[src/common/x86_consts.svh]
`ifndef X86_CONSTS_SVH
`define X86_CONSTS_SVH

// ---------------------------------------------------------------------------
// general registers after reset, in index order
// ---------------------------------------------------------------------------
`define STARTUP_GPR_EAX     32'h0000_0000
`define STARTUP_GPR_ECX     32'h0000_0000
`define STARTUP_GPR_EDX     32'h0000_0543
`define STARTUP_GPR_EBX     32'h0000_0000
`define STARTUP_GPR_ESP     32'h0000_0000
`define STARTUP_GPR_EBP     32'h0000_0000
`define STARTUP_GPR_ESI     32'h0000_0000
`define STARTUP_GPR_EDI     32'h0000_0000

// ---------------------------------------------------------------------------
// segment selectors and cache valid bits after reset
// ---------------------------------------------------------------------------
`define STARTUP_SEL_ES      16'h0000
`define STARTUP_SEL_CS      16'hF000
`define STARTUP_SEL_SS      16'h0000
`define STARTUP_SEL_DS      16'h0000
`define STARTUP_SEL_FS      16'h0000
`define STARTUP_SEL_GS      16'h0000
`define STARTUP_SEL_LDTR    16'h0000
`define STARTUP_SEL_TR      16'h0000
`define STARTUP_SEG_VALID   8'hFF

// descriptor field positions
`define DESC_BIT_P          47
`define DESC_BIT_SEG        44
`define DESC_DPL_LO         45
`define DESC_TYPE_LO        40

// layout: base hi, flags/limit hi, P, DPL, S, type, base mid, base lo, limit lo
// data, present, dpl 0, read/write, accessed
`define DEFAULT_SEG_CACHE   {8'h00, 8'h00, 1'b1, 2'b00, 1'b1, 4'b0011, 8'h00, 16'h0000, 16'hFFFF}
// code at base ffff0000, readable, accessed
`define DEFAULT_CS_CACHE    {8'hFF, 8'h00, 1'b1, 2'b00, 1'b1, 4'b1011, 8'hFF, 16'h0000, 16'hFFFF}
// system, ldt
`define DEFAULT_LDTR_CACHE  {8'h00, 8'h00, 1'b1, 2'b00, 1'b0, 4'd2, 8'h00, 16'h0000, 16'hFFFF}
// system, busy 386 tss
`define DEFAULT_TR_CACHE    {8'h00, 8'h00, 1'b1, 2'b00, 1'b0, 4'd11, 8'h00, 16'h0000, 16'hFFFF}

`endif

[src/common/gpr_pkg.sv]
`default_nettype none

package gpr_pkg;

    // -----------------------------------------------------------------------
    // general register write commands
    // -----------------------------------------------------------------------

    // operand size of a register write
    typedef enum logic [1:0] {
        GPR_BYTE  = 2'd0,
        GPR_WORD  = 2'd1,
        GPR_DWORD = 2'd2
    } gpr_size_e;

    // byte writes to idx 4..7 hit bits 15:8 of registers 0..3 (ah, ch, dh, bh)
    typedef struct packed {
        logic [2:0]  idx;
        gpr_size_e   size;
        logic [31:0] data;
    } gpr_wr_t;

    // -----------------------------------------------------------------------
    // register bank
    // -----------------------------------------------------------------------

    // eax, ecx, edx, ebx, esp, ebp, esi, edi
    typedef logic [7:0][31:0] gpr_bank_t;

endpackage

`default_nettype wire

[src/common/seg_pkg.sv]
`default_nettype none

package seg_pkg;

    // -----------------------------------------------------------------------
    // segment indices and operations
    // -----------------------------------------------------------------------

    typedef enum logic [2:0] {
        SEG_ES   = 3'd0,
        SEG_CS   = 3'd1,
        SEG_SS   = 3'd2,
        SEG_DS   = 3'd3,
        SEG_FS   = 3'd4,
        SEG_GS   = 3'd5,
        SEG_LDTR = 3'd6,
        SEG_TR   = 3'd7
    } seg_idx_e;

    typedef enum logic [1:0] {
        SEG_OP_LOAD_SEL    = 2'd0,
        SEG_OP_WRITE_CACHE = 2'd1,
        SEG_OP_SET_VALID   = 2'd2,
        SEG_OP_VALIDATE    = 2'd3
    } seg_op_e;

    // one command; fields unused by the op are don't care
    typedef struct packed {
        seg_op_e     op;
        seg_idx_e    idx;
        logic [15:0] sel;
        logic [1:0]  rpl;
        logic [63:0] desc;
        logic [63:0] mask;
        logic        valid;
    } seg_wr_t;

    // -----------------------------------------------------------------------
    // segment banks, entry n belongs to seg_idx_e value n
    // -----------------------------------------------------------------------
    typedef logic [7:0][15:0] sel_bank_t;
    typedef logic [7:0][1:0]  rpl_bank_t;
    typedef logic [7:0][63:0] cache_bank_t;
    typedef logic [7:0]       valid_bank_t;

endpackage

`default_nettype wire

[src/hdl/cmd_capture.sv]
`timescale 1ns/1ps
`default_nettype none

module cmd_capture #(
    parameter type payload_t = logic
) (
    input  wire logic clk,
    input  wire logic rst_n,

    // four-phase request side
    input  wire logic req,
    input  payload_t  payload,
    output logic      ack,

    // toward the register file
    output logic      wr_en,
    output payload_t  wr_cmd
);

    // new command only while ack is low
    logic accept;

    assign accept = req && !ack;

    // -----------------------------------------------------------------------
    // handshake state
    // -----------------------------------------------------------------------
    always_ff @(posedge clk) begin
        if (!rst_n) begin
            ack   <= 1'b0;
            wr_en <= 1'b0;
        end else begin
            wr_en <= accept;
            if (accept) begin
                ack <= 1'b1;
            end else if (!req) begin
                // release once the requester has dropped req
                ack <= 1'b0;
            end
        end
    end

    // payload holding register
    always_ff @(posedge clk) begin
        if (accept) begin
            wr_cmd <= payload;
        end
    end

endmodule

`default_nettype wire

[src/hdl/gpr_file.sv]
`timescale 1ns/1ps
`default_nettype none

`include "x86_consts.svh"

module gpr_file (
    input  wire logic          clk,
    input  wire logic          rst_n,

    input  wire logic          wr_en,
    input  gpr_pkg::gpr_wr_t   wr_cmd,

    output gpr_pkg::gpr_bank_t gpr
);

    localparam gpr_pkg::gpr_bank_t STARTUP_BANK = {
        `STARTUP_GPR_EDI,
        `STARTUP_GPR_ESI,
        `STARTUP_GPR_EBP,
        `STARTUP_GPR_ESP,
        `STARTUP_GPR_EBX,
        `STARTUP_GPR_EDX,
        `STARTUP_GPR_ECX,
        `STARTUP_GPR_EAX
    };

    logic [2:0]  tgt_idx;
    logic [31:0] merged;

    // -----------------------------------------------------------------------
    // sized merge into the target register
    // -----------------------------------------------------------------------
    always_comb begin
        // byte regs 4..7 alias the second byte of regs 0..3
        if (wr_cmd.size == gpr_pkg::GPR_BYTE) begin
            tgt_idx = {1'b0, wr_cmd.idx[1:0]};
        end else begin
            tgt_idx = wr_cmd.idx;
        end

        merged = gpr[tgt_idx];
        case (wr_cmd.size)
            gpr_pkg::GPR_BYTE: begin
                if (wr_cmd.idx[2]) begin
                    merged[15:8] = wr_cmd.data[7:0];
                end else begin
                    merged[7:0] = wr_cmd.data[7:0];
                end
            end
            gpr_pkg::GPR_WORD: begin
                merged[15:0] = wr_cmd.data[15:0];
            end
            gpr_pkg::GPR_DWORD: begin
                merged = wr_cmd.data;
            end
            default: begin
                // unused size code, register kept as is
                merged = gpr[tgt_idx];
            end
        endcase
    end

    // -----------------------------------------------------------------------
    // register bank
    // -----------------------------------------------------------------------
    always_ff @(posedge clk) begin
        if (!rst_n) begin
            gpr <= STARTUP_BANK;
        end else if (wr_en) begin
            gpr[tgt_idx] <= merged;
        end
    end

endmodule

`default_nettype wire

[src/seg/seg_file.sv]
`timescale 1ns/1ps
`default_nettype none

`include "x86_consts.svh"

module seg_file (
    input  wire logic            clk,
    input  wire logic            rst_n,

    input  wire logic            wr_en,
    input  seg_pkg::seg_wr_t     wr_cmd,

    // mode inputs
    input  wire logic            cr0_pe,
    input  wire logic            vmflag,
    input  wire logic [1:0]      iopl,

    output seg_pkg::sel_bank_t   sel,
    output seg_pkg::rpl_bank_t   rpl,
    output seg_pkg::cache_bank_t cache,
    output seg_pkg::valid_bank_t cache_valid,

    output logic [1:0]           cpl,
    output logic                 protected_mode,
    output logic                 v8086_mode,
    output logic                 real_mode,
    output logic                 io_allow_check_needed
);

    localparam seg_pkg::sel_bank_t STARTUP_SEL = {
        `STARTUP_SEL_TR, `STARTUP_SEL_LDTR, `STARTUP_SEL_GS, `STARTUP_SEL_FS,
        `STARTUP_SEL_DS, `STARTUP_SEL_SS, `STARTUP_SEL_CS, `STARTUP_SEL_ES
    };

    localparam seg_pkg::cache_bank_t STARTUP_CACHE = {
        `DEFAULT_TR_CACHE, `DEFAULT_LDTR_CACHE, `DEFAULT_SEG_CACHE, `DEFAULT_SEG_CACHE,
        `DEFAULT_SEG_CACHE, `DEFAULT_SEG_CACHE, `DEFAULT_CS_CACHE, `DEFAULT_SEG_CACHE
    };

    // only these get checked on a privilege drop
    localparam logic [7:0] DATA_SEGS = (8'd1 << seg_pkg::SEG_ES) | (8'd1 << seg_pkg::SEG_DS) |
                                       (8'd1 << seg_pkg::SEG_FS) | (8'd1 << seg_pkg::SEG_GS);

    logic [63:0] cache_next;
    logic        cache_we;
    logic [7:0]  drop;

    // true when the new cpl may no longer use this segment
    function automatic logic seg_dropped(input logic [63:0] desc, input logic valid,
                                         input logic [1:0] cur_cpl);
        logic [1:0] dpl;
        logic [3:0] kind;
        logic       is_seg;
        logic       is_data;
        logic       is_nc_code;
        dpl        = desc[`DESC_DPL_LO +: 2];
        kind       = desc[`DESC_TYPE_LO +: 4];
        is_seg     = desc[`DESC_BIT_SEG];
        is_data    = is_seg && !kind[3];
        is_nc_code = is_seg && kind[3] && !kind[2];
        return (dpl < cur_cpl) && (!valid || !is_seg || is_data || is_nc_code);
    endfunction

    // -----------------------------------------------------------------------
    // mode and privilege
    // -----------------------------------------------------------------------
    assign cpl                   = rpl[seg_pkg::SEG_CS];
    assign protected_mode        = cr0_pe && !vmflag;
    assign v8086_mode            = cr0_pe && vmflag;
    assign real_mode             = !cr0_pe;
    assign io_allow_check_needed = cr0_pe && (vmflag || (cpl > iopl));

    // -----------------------------------------------------------------------
    // cache merge and validation
    // -----------------------------------------------------------------------
    assign cache_next = (cache[wr_cmd.idx] & wr_cmd.mask) | wr_cmd.desc;
    // ldtr only takes a present descriptor
    assign cache_we   = (wr_cmd.idx != seg_pkg::SEG_LDTR) || wr_cmd.desc[`DESC_BIT_P];

    always_comb begin
        for (int i = 0; i < 8; i++) begin
            drop[i] = DATA_SEGS[i] && seg_dropped(cache[i], cache_valid[i], cpl);
        end
    end

    // -----------------------------------------------------------------------
    // segment state
    // -----------------------------------------------------------------------
    always_ff @(posedge clk) begin
        if (!rst_n) begin
            sel         <= STARTUP_SEL;
            rpl         <= '0;
            cache       <= STARTUP_CACHE;
            cache_valid <= `STARTUP_SEG_VALID;
        end else if (wr_en) begin
            case (wr_cmd.op)
                seg_pkg::SEG_OP_LOAD_SEL: begin
                    sel[wr_cmd.idx] <= wr_cmd.sel;
                    rpl[wr_cmd.idx] <= wr_cmd.rpl;
                end
                seg_pkg::SEG_OP_WRITE_CACHE: begin
                    if (cache_we) begin
                        cache[wr_cmd.idx] <= cache_next;
                    end
                end
                seg_pkg::SEG_OP_SET_VALID: begin
                    cache_valid[wr_cmd.idx] <= wr_cmd.valid;
                end
                seg_pkg::SEG_OP_VALIDATE: begin
                    for (int i = 0; i < 8; i++) begin
                        if (drop[i]) begin
                            sel[i]         <= '0;
                            cache_valid[i] <= 1'b0;
                        end
                    end
                end
            endcase
        end
    end

endmodule

`default_nettype wire

[src/hdl/regwrite_top.sv]
`timescale 1ns/1ps
`default_nettype none

module regwrite_top (
    input  wire logic            clk,
    input  wire logic            rst_n,

    // general register channel
    input  wire logic            gpr_req,
    input  gpr_pkg::gpr_wr_t     gpr_cmd,
    output logic                 gpr_ack,

    // segment channel
    input  wire logic            seg_req,
    input  seg_pkg::seg_wr_t     seg_cmd,
    output logic                 seg_ack,

    input  wire logic            cr0_pe,
    input  wire logic            vmflag,
    input  wire logic [1:0]      iopl,

    // architectural state
    output gpr_pkg::gpr_bank_t   gpr,
    output seg_pkg::sel_bank_t   sel,
    output seg_pkg::rpl_bank_t   rpl,
    output seg_pkg::cache_bank_t cache,
    output seg_pkg::valid_bank_t cache_valid,
    output logic [1:0]           cpl,
    output logic                 protected_mode,
    output logic                 v8086_mode,
    output logic                 real_mode,
    output logic                 io_allow_check_needed
);

    logic             gpr_wr_en;
    gpr_pkg::gpr_wr_t gpr_wr_cmd;
    logic             seg_wr_en;
    seg_pkg::seg_wr_t seg_wr_cmd;

    // -----------------------------------------------------------------------
    // input capture, one per channel
    // -----------------------------------------------------------------------
    cmd_capture #(.payload_t(gpr_pkg::gpr_wr_t)) u_gpr_capture (
        .clk     (clk),
        .rst_n   (rst_n),
        .req     (gpr_req),
        .payload (gpr_cmd),
        .ack     (gpr_ack),
        .wr_en   (gpr_wr_en),
        .wr_cmd  (gpr_wr_cmd)
    );

    cmd_capture #(.payload_t(seg_pkg::seg_wr_t)) u_seg_capture (
        .clk     (clk),
        .rst_n   (rst_n),
        .req     (seg_req),
        .payload (seg_cmd),
        .ack     (seg_ack),
        .wr_en   (seg_wr_en),
        .wr_cmd  (seg_wr_cmd)
    );

    // -----------------------------------------------------------------------
    // register files
    // -----------------------------------------------------------------------
    gpr_file u_gpr_file (
        .clk    (clk),
        .rst_n  (rst_n),
        .wr_en  (gpr_wr_en),
        .wr_cmd (gpr_wr_cmd),
        .gpr    (gpr)
    );

    seg_file u_seg_file (
        .clk                   (clk),
        .rst_n                 (rst_n),
        .wr_en                 (seg_wr_en),
        .wr_cmd                (seg_wr_cmd),
        .cr0_pe                (cr0_pe),
        .vmflag                (vmflag),
        .iopl                  (iopl),
        .sel                   (sel),
        .rpl                   (rpl),
        .cache                 (cache),
        .cache_valid           (cache_valid),
        .cpl                   (cpl),
        .protected_mode        (protected_mode),
        .v8086_mode            (v8086_mode),
        .real_mode             (real_mode),
        .io_allow_check_needed (io_allow_check_needed)
    );

endmodule

`default_nettype wire

[config.mk]
export PLATFORM = sky130hd
export DESIGN_NAME = regwrite_top
export DESIGN_NICKNAME = d
export VERILOG_FILES = /design/src/common/gpr_pkg.sv /design/src/common/seg_pkg.sv /design/src/hdl/cmd_capture.sv /design/src/hdl/gpr_file.sv /design/src/seg/seg_file.sv /design/src/hdl/regwrite_top.sv
export VERILOG_INCLUDE_DIRS = /design/src /design/src/common
export SDC_FILE = /design/constraint.sdc
export NUM_CORES = 2
export LEC_CHECK = 0
export BUFFER_PORTS_ARGS = -buffer_cell sky130_fd_sc_hd__buf_2
export CELL_PAD_IN_SITES_DETAIL_PLACEMENT = 1
export CELL_PAD_IN_SITES_GLOBAL_PLACEMENT = 1
export CORE_AREA = 2 2 441 443
export DETAILED_ROUTE_END_ITERATION = 16
export DIE_AREA = 0 0 443 445
export PLACE_DENSITY = 0.65
export SYNTH_ARGS = -nofsm -noshare
export SYNTH_HDL_FRONTEND = slang
export SYNTH_SLANG_ARGS = --single-unit
export TNS_END_PERCENT = 5
[constraint.sdc]
create_clock -name clk -period 9.29 [get_ports clk]
set_input_delay 0.929 -clock clk [delete_from_list [all_inputs] [get_ports clk]]
set_output_delay 0.929 -clock clk [all_outputs]
set_load 0.01 [all_outputs]
==> flow_summary.toml <==
[status]
status = "finished, final reports clean"

[sta]
final.period_utilization_pct = 43.2
finalSetupTns_ns = 0
slew_violations = 0
fin_hold_ws_ns = 0.287
hold_violations = 0
setup_viol = 0
relSlewSlack_pct = 21.7
tightest_slew_ns = 1.17
rsz0062_at_grt = "false"
min_period_ns = 4.01
worst_slack_ns = 5.28
skew_ns = 0.0265
fmax_mhz = 249

[clocking]
cts_num_sinks = 1113
path_clk_slew_ns = 0.06
cts_buffers = 137
cts.htree.levels = 4
postCtsSetupBuffers = 0
clock_latency_ns = 0.81
clk_root_buffer_cell = "clkbuf_16"
cts_tree = "yes"
ctsLongestPathBuffers = 3
cts_hold_buf = 0
cts_resized = 0

[worst_setup_path]
cp.arrival_ns = 4.65
critPathKind = "reg2reg"
cp_common_cell = "buf_4"
cpPeakStageDelay_ns = 0.84
cp_num_buf_inv = 3
crit_path_max_fanout = 76
worst_ep_required_time_ns = 9.92
cp.depth = 7
slowest_stage = "edfxtp_1"
rr_worst_depth = 7
critPathCaptureType = "register"
start_kind = "register"
path_cells = "buf_12 > or3b_4 > nor2_4 > buf_4 > buf_4 > mux2i_1 > o22ai_1"
critical_path.top_delay_family = "buffers and inverters"

[floorplanning]
die_h_um = 445
die_w_um = 443
core_um2 = 192000
num_io_pins = 1125
rows = 161
initial_core_util_pct = 24.8
dieArea_um2 = 197000

[power]
p_total_uw = 11100
leakage_uw = 0.0232
powerDensity_nw_per_um2 = 187
vdd_drop_max_mv = 0.174

[route]
via_per_inst = 5.33
m1WireLength_um = 90900
drt_pre_antenna_iters = 7
finalWirelength_um = 240000
wl_met3_um = 17100
wire_per_inst_um = 29.3
vias = 43566
post-route-drc-count = 0
ant_nets = 0
top_layer = "met5"
drt_iter0_drc = 3207
dr_wl_met2_um = 117000

[synth]
synthTopCellsByCount = "dfxtp_1, mux2i_1, a21oi_1, nand2_1, o21ai_0"
syn_avg_cell_area_um2 = 10.2
synthesis.nets = 4862
synth_edf_count = 189
yosys_warnings = 0
synth_top_cell_area_share_pct = 38.8
synth_area_leader_cell = "dfxtp_1"
synthDistinctLibCells = 79
syn-cell-area_um2 = 47700
netlist_instances = 4656
ys_ff_latch = 1113
synth.area.top_cells = "dfxtp_1, edfxtp_1, mux2i_1, a21oi_1, o22ai_1"
async_reset_ff_share_pct = 0
yosysSeqAreaShare_pct = 50.7
yosys.cell_count.top_type = "dfxtp_1"
synth_flop_cell = "dfxtp_1"

[place]
portBuffers = 1124
gp_congestion = 0.883
dp_slack_ns = 5.08
place_hpwl_um = 166000

[hold_path]
hold_path_depth = 1
min_path_type = "in2reg"

[finish]
syn2layout_area_growth_pct = 24.8
drive_gt1_share_pct = 30.3
fill_cells = 21990
nets = 5725

[flow_run]
maxCapViolations = 0

[grt]
grt_pass1_vias = 44193
grt_max_degree = 225
grt_remaining_overflow = 0
antenna_found_initial = 31
grt_usage_pct = 23.2
grt_pass1_wl_um = 335000
-- where the power goes --
| part | internal (uW) | leakage (uW) | switching (uW) |
|---|---|---|---|
| logic | 179 | 0.0118 | 449 |
| clock network | 3170 | 0.00218 | 2270 |
| registers | 4980 | 0.00927 | 74.2 |
| total | 8330 | 0.0232 | 2790 |
-- cell usage in the layout (no fill, tap or decap), drive strengths merged, types with 34 or more instances in the layout --
cell and n:
nor3 210, o21ai 331, a211oi 34, edfxtp 189
mux2i 523, inv 52, and3 35, dfxtp 924
clkbuf 209, nand3b 35, o211ai 34, a21oi 356
a31oi 200, nor2 159, nand3 125, o22ai 267
nand2 333, buf 1206, mux2 113, mux4 45
-- metal layers --
metal | vias to the layer above | global-route usage (%)
met5 | - | 0
met4 | 14 | 13.6
met3 | 518 | 6.16
met2 | 1797 | 39.6
met1 | 22187 | 26.0
li1 | 19050 | -
-- state kept, by name, indices dropped and copies added (netlist names), 2 cells and up --
signal	flops
u_gpr_capture.wr_cmd	37
u_seg_file.sel	128
u_seg_file.rpl	14
u_seg_file.cache_valid	8
u_gpr_file.gpr	256
u_seg_file.cpl	2
u_seg_capture.wr_cmd	152
u_seg_file.cache	512
-- worst register-to-register path: stages (launching register included) --
cell      delay [ns]
edfxtp_1        0.84
buf_12          0.57
or3b_4          0.57
nor2_4          0.14
buf_4           0.63
buf_4           0.70
mux2i_1         0.30
o22ai_1         0.10
-- kinds of logic after synthesis --
logic type                 synth area share (%)
muxes                                      15.8
DFF                                        50.7
and+or+nand+nor                            10.0
AOI/OAI and AO/OA                          18.1
adders and majority gates                 0.236
buffers and inverters                      5.23
-- per-stage QoR --
step | std cells | area (um2) | utilization, %
finish | 8177 | 59500 | 31.0
global route | 8172 | 59500 | 31.0
CTS | 8159 | 59500 | 31.0
detailed placement | 7906 | 55000 | 28.7
global placement | 7906 | 55000 | 28.7
floorplan | 4656 | 47700 | -
-- final cells by class --
class	instances	area [um2]	area share (%)
clock buffer	209	4030	6.77
clock inverter	44	438	0.736
timing repair buffer	1206	6310	10.6
antenna	18	45.0	0.0757
tap	2526	3160	5.31
multi-input combinational	3018	21200	35.6
sequential	1113	24200	40.6
inverter	43	169	0.284
-- final timing paths --
| kind | from | endpoint | slack (ns) |
|---|---|---|---|
| worst min-delay path | seg_cmd[83] | u_seg_capture.wr_cmd[83]$_DFFE_PP_ | 0.29 |
| worst max-delay path | u_seg_capture.wr_cmd[147]$_DFFE_PP_ | u_seg_file.cache[116]$_SDFFE_PN0P_ | 5.28 |
| worst min register to register | u_seg_file.sel[46]$_SDFFE_PN0P_ | u_seg_file.sel[46]$_SDFFE_PN0P_ | 0.45 |
| worst max register to register | u_seg_capture.wr_cmd[147]$_DFFE_PP_ | u_seg_file.cache[116]$_SDFFE_PN0P_ | 5.28 |
(Power assumes the default switching activity.)
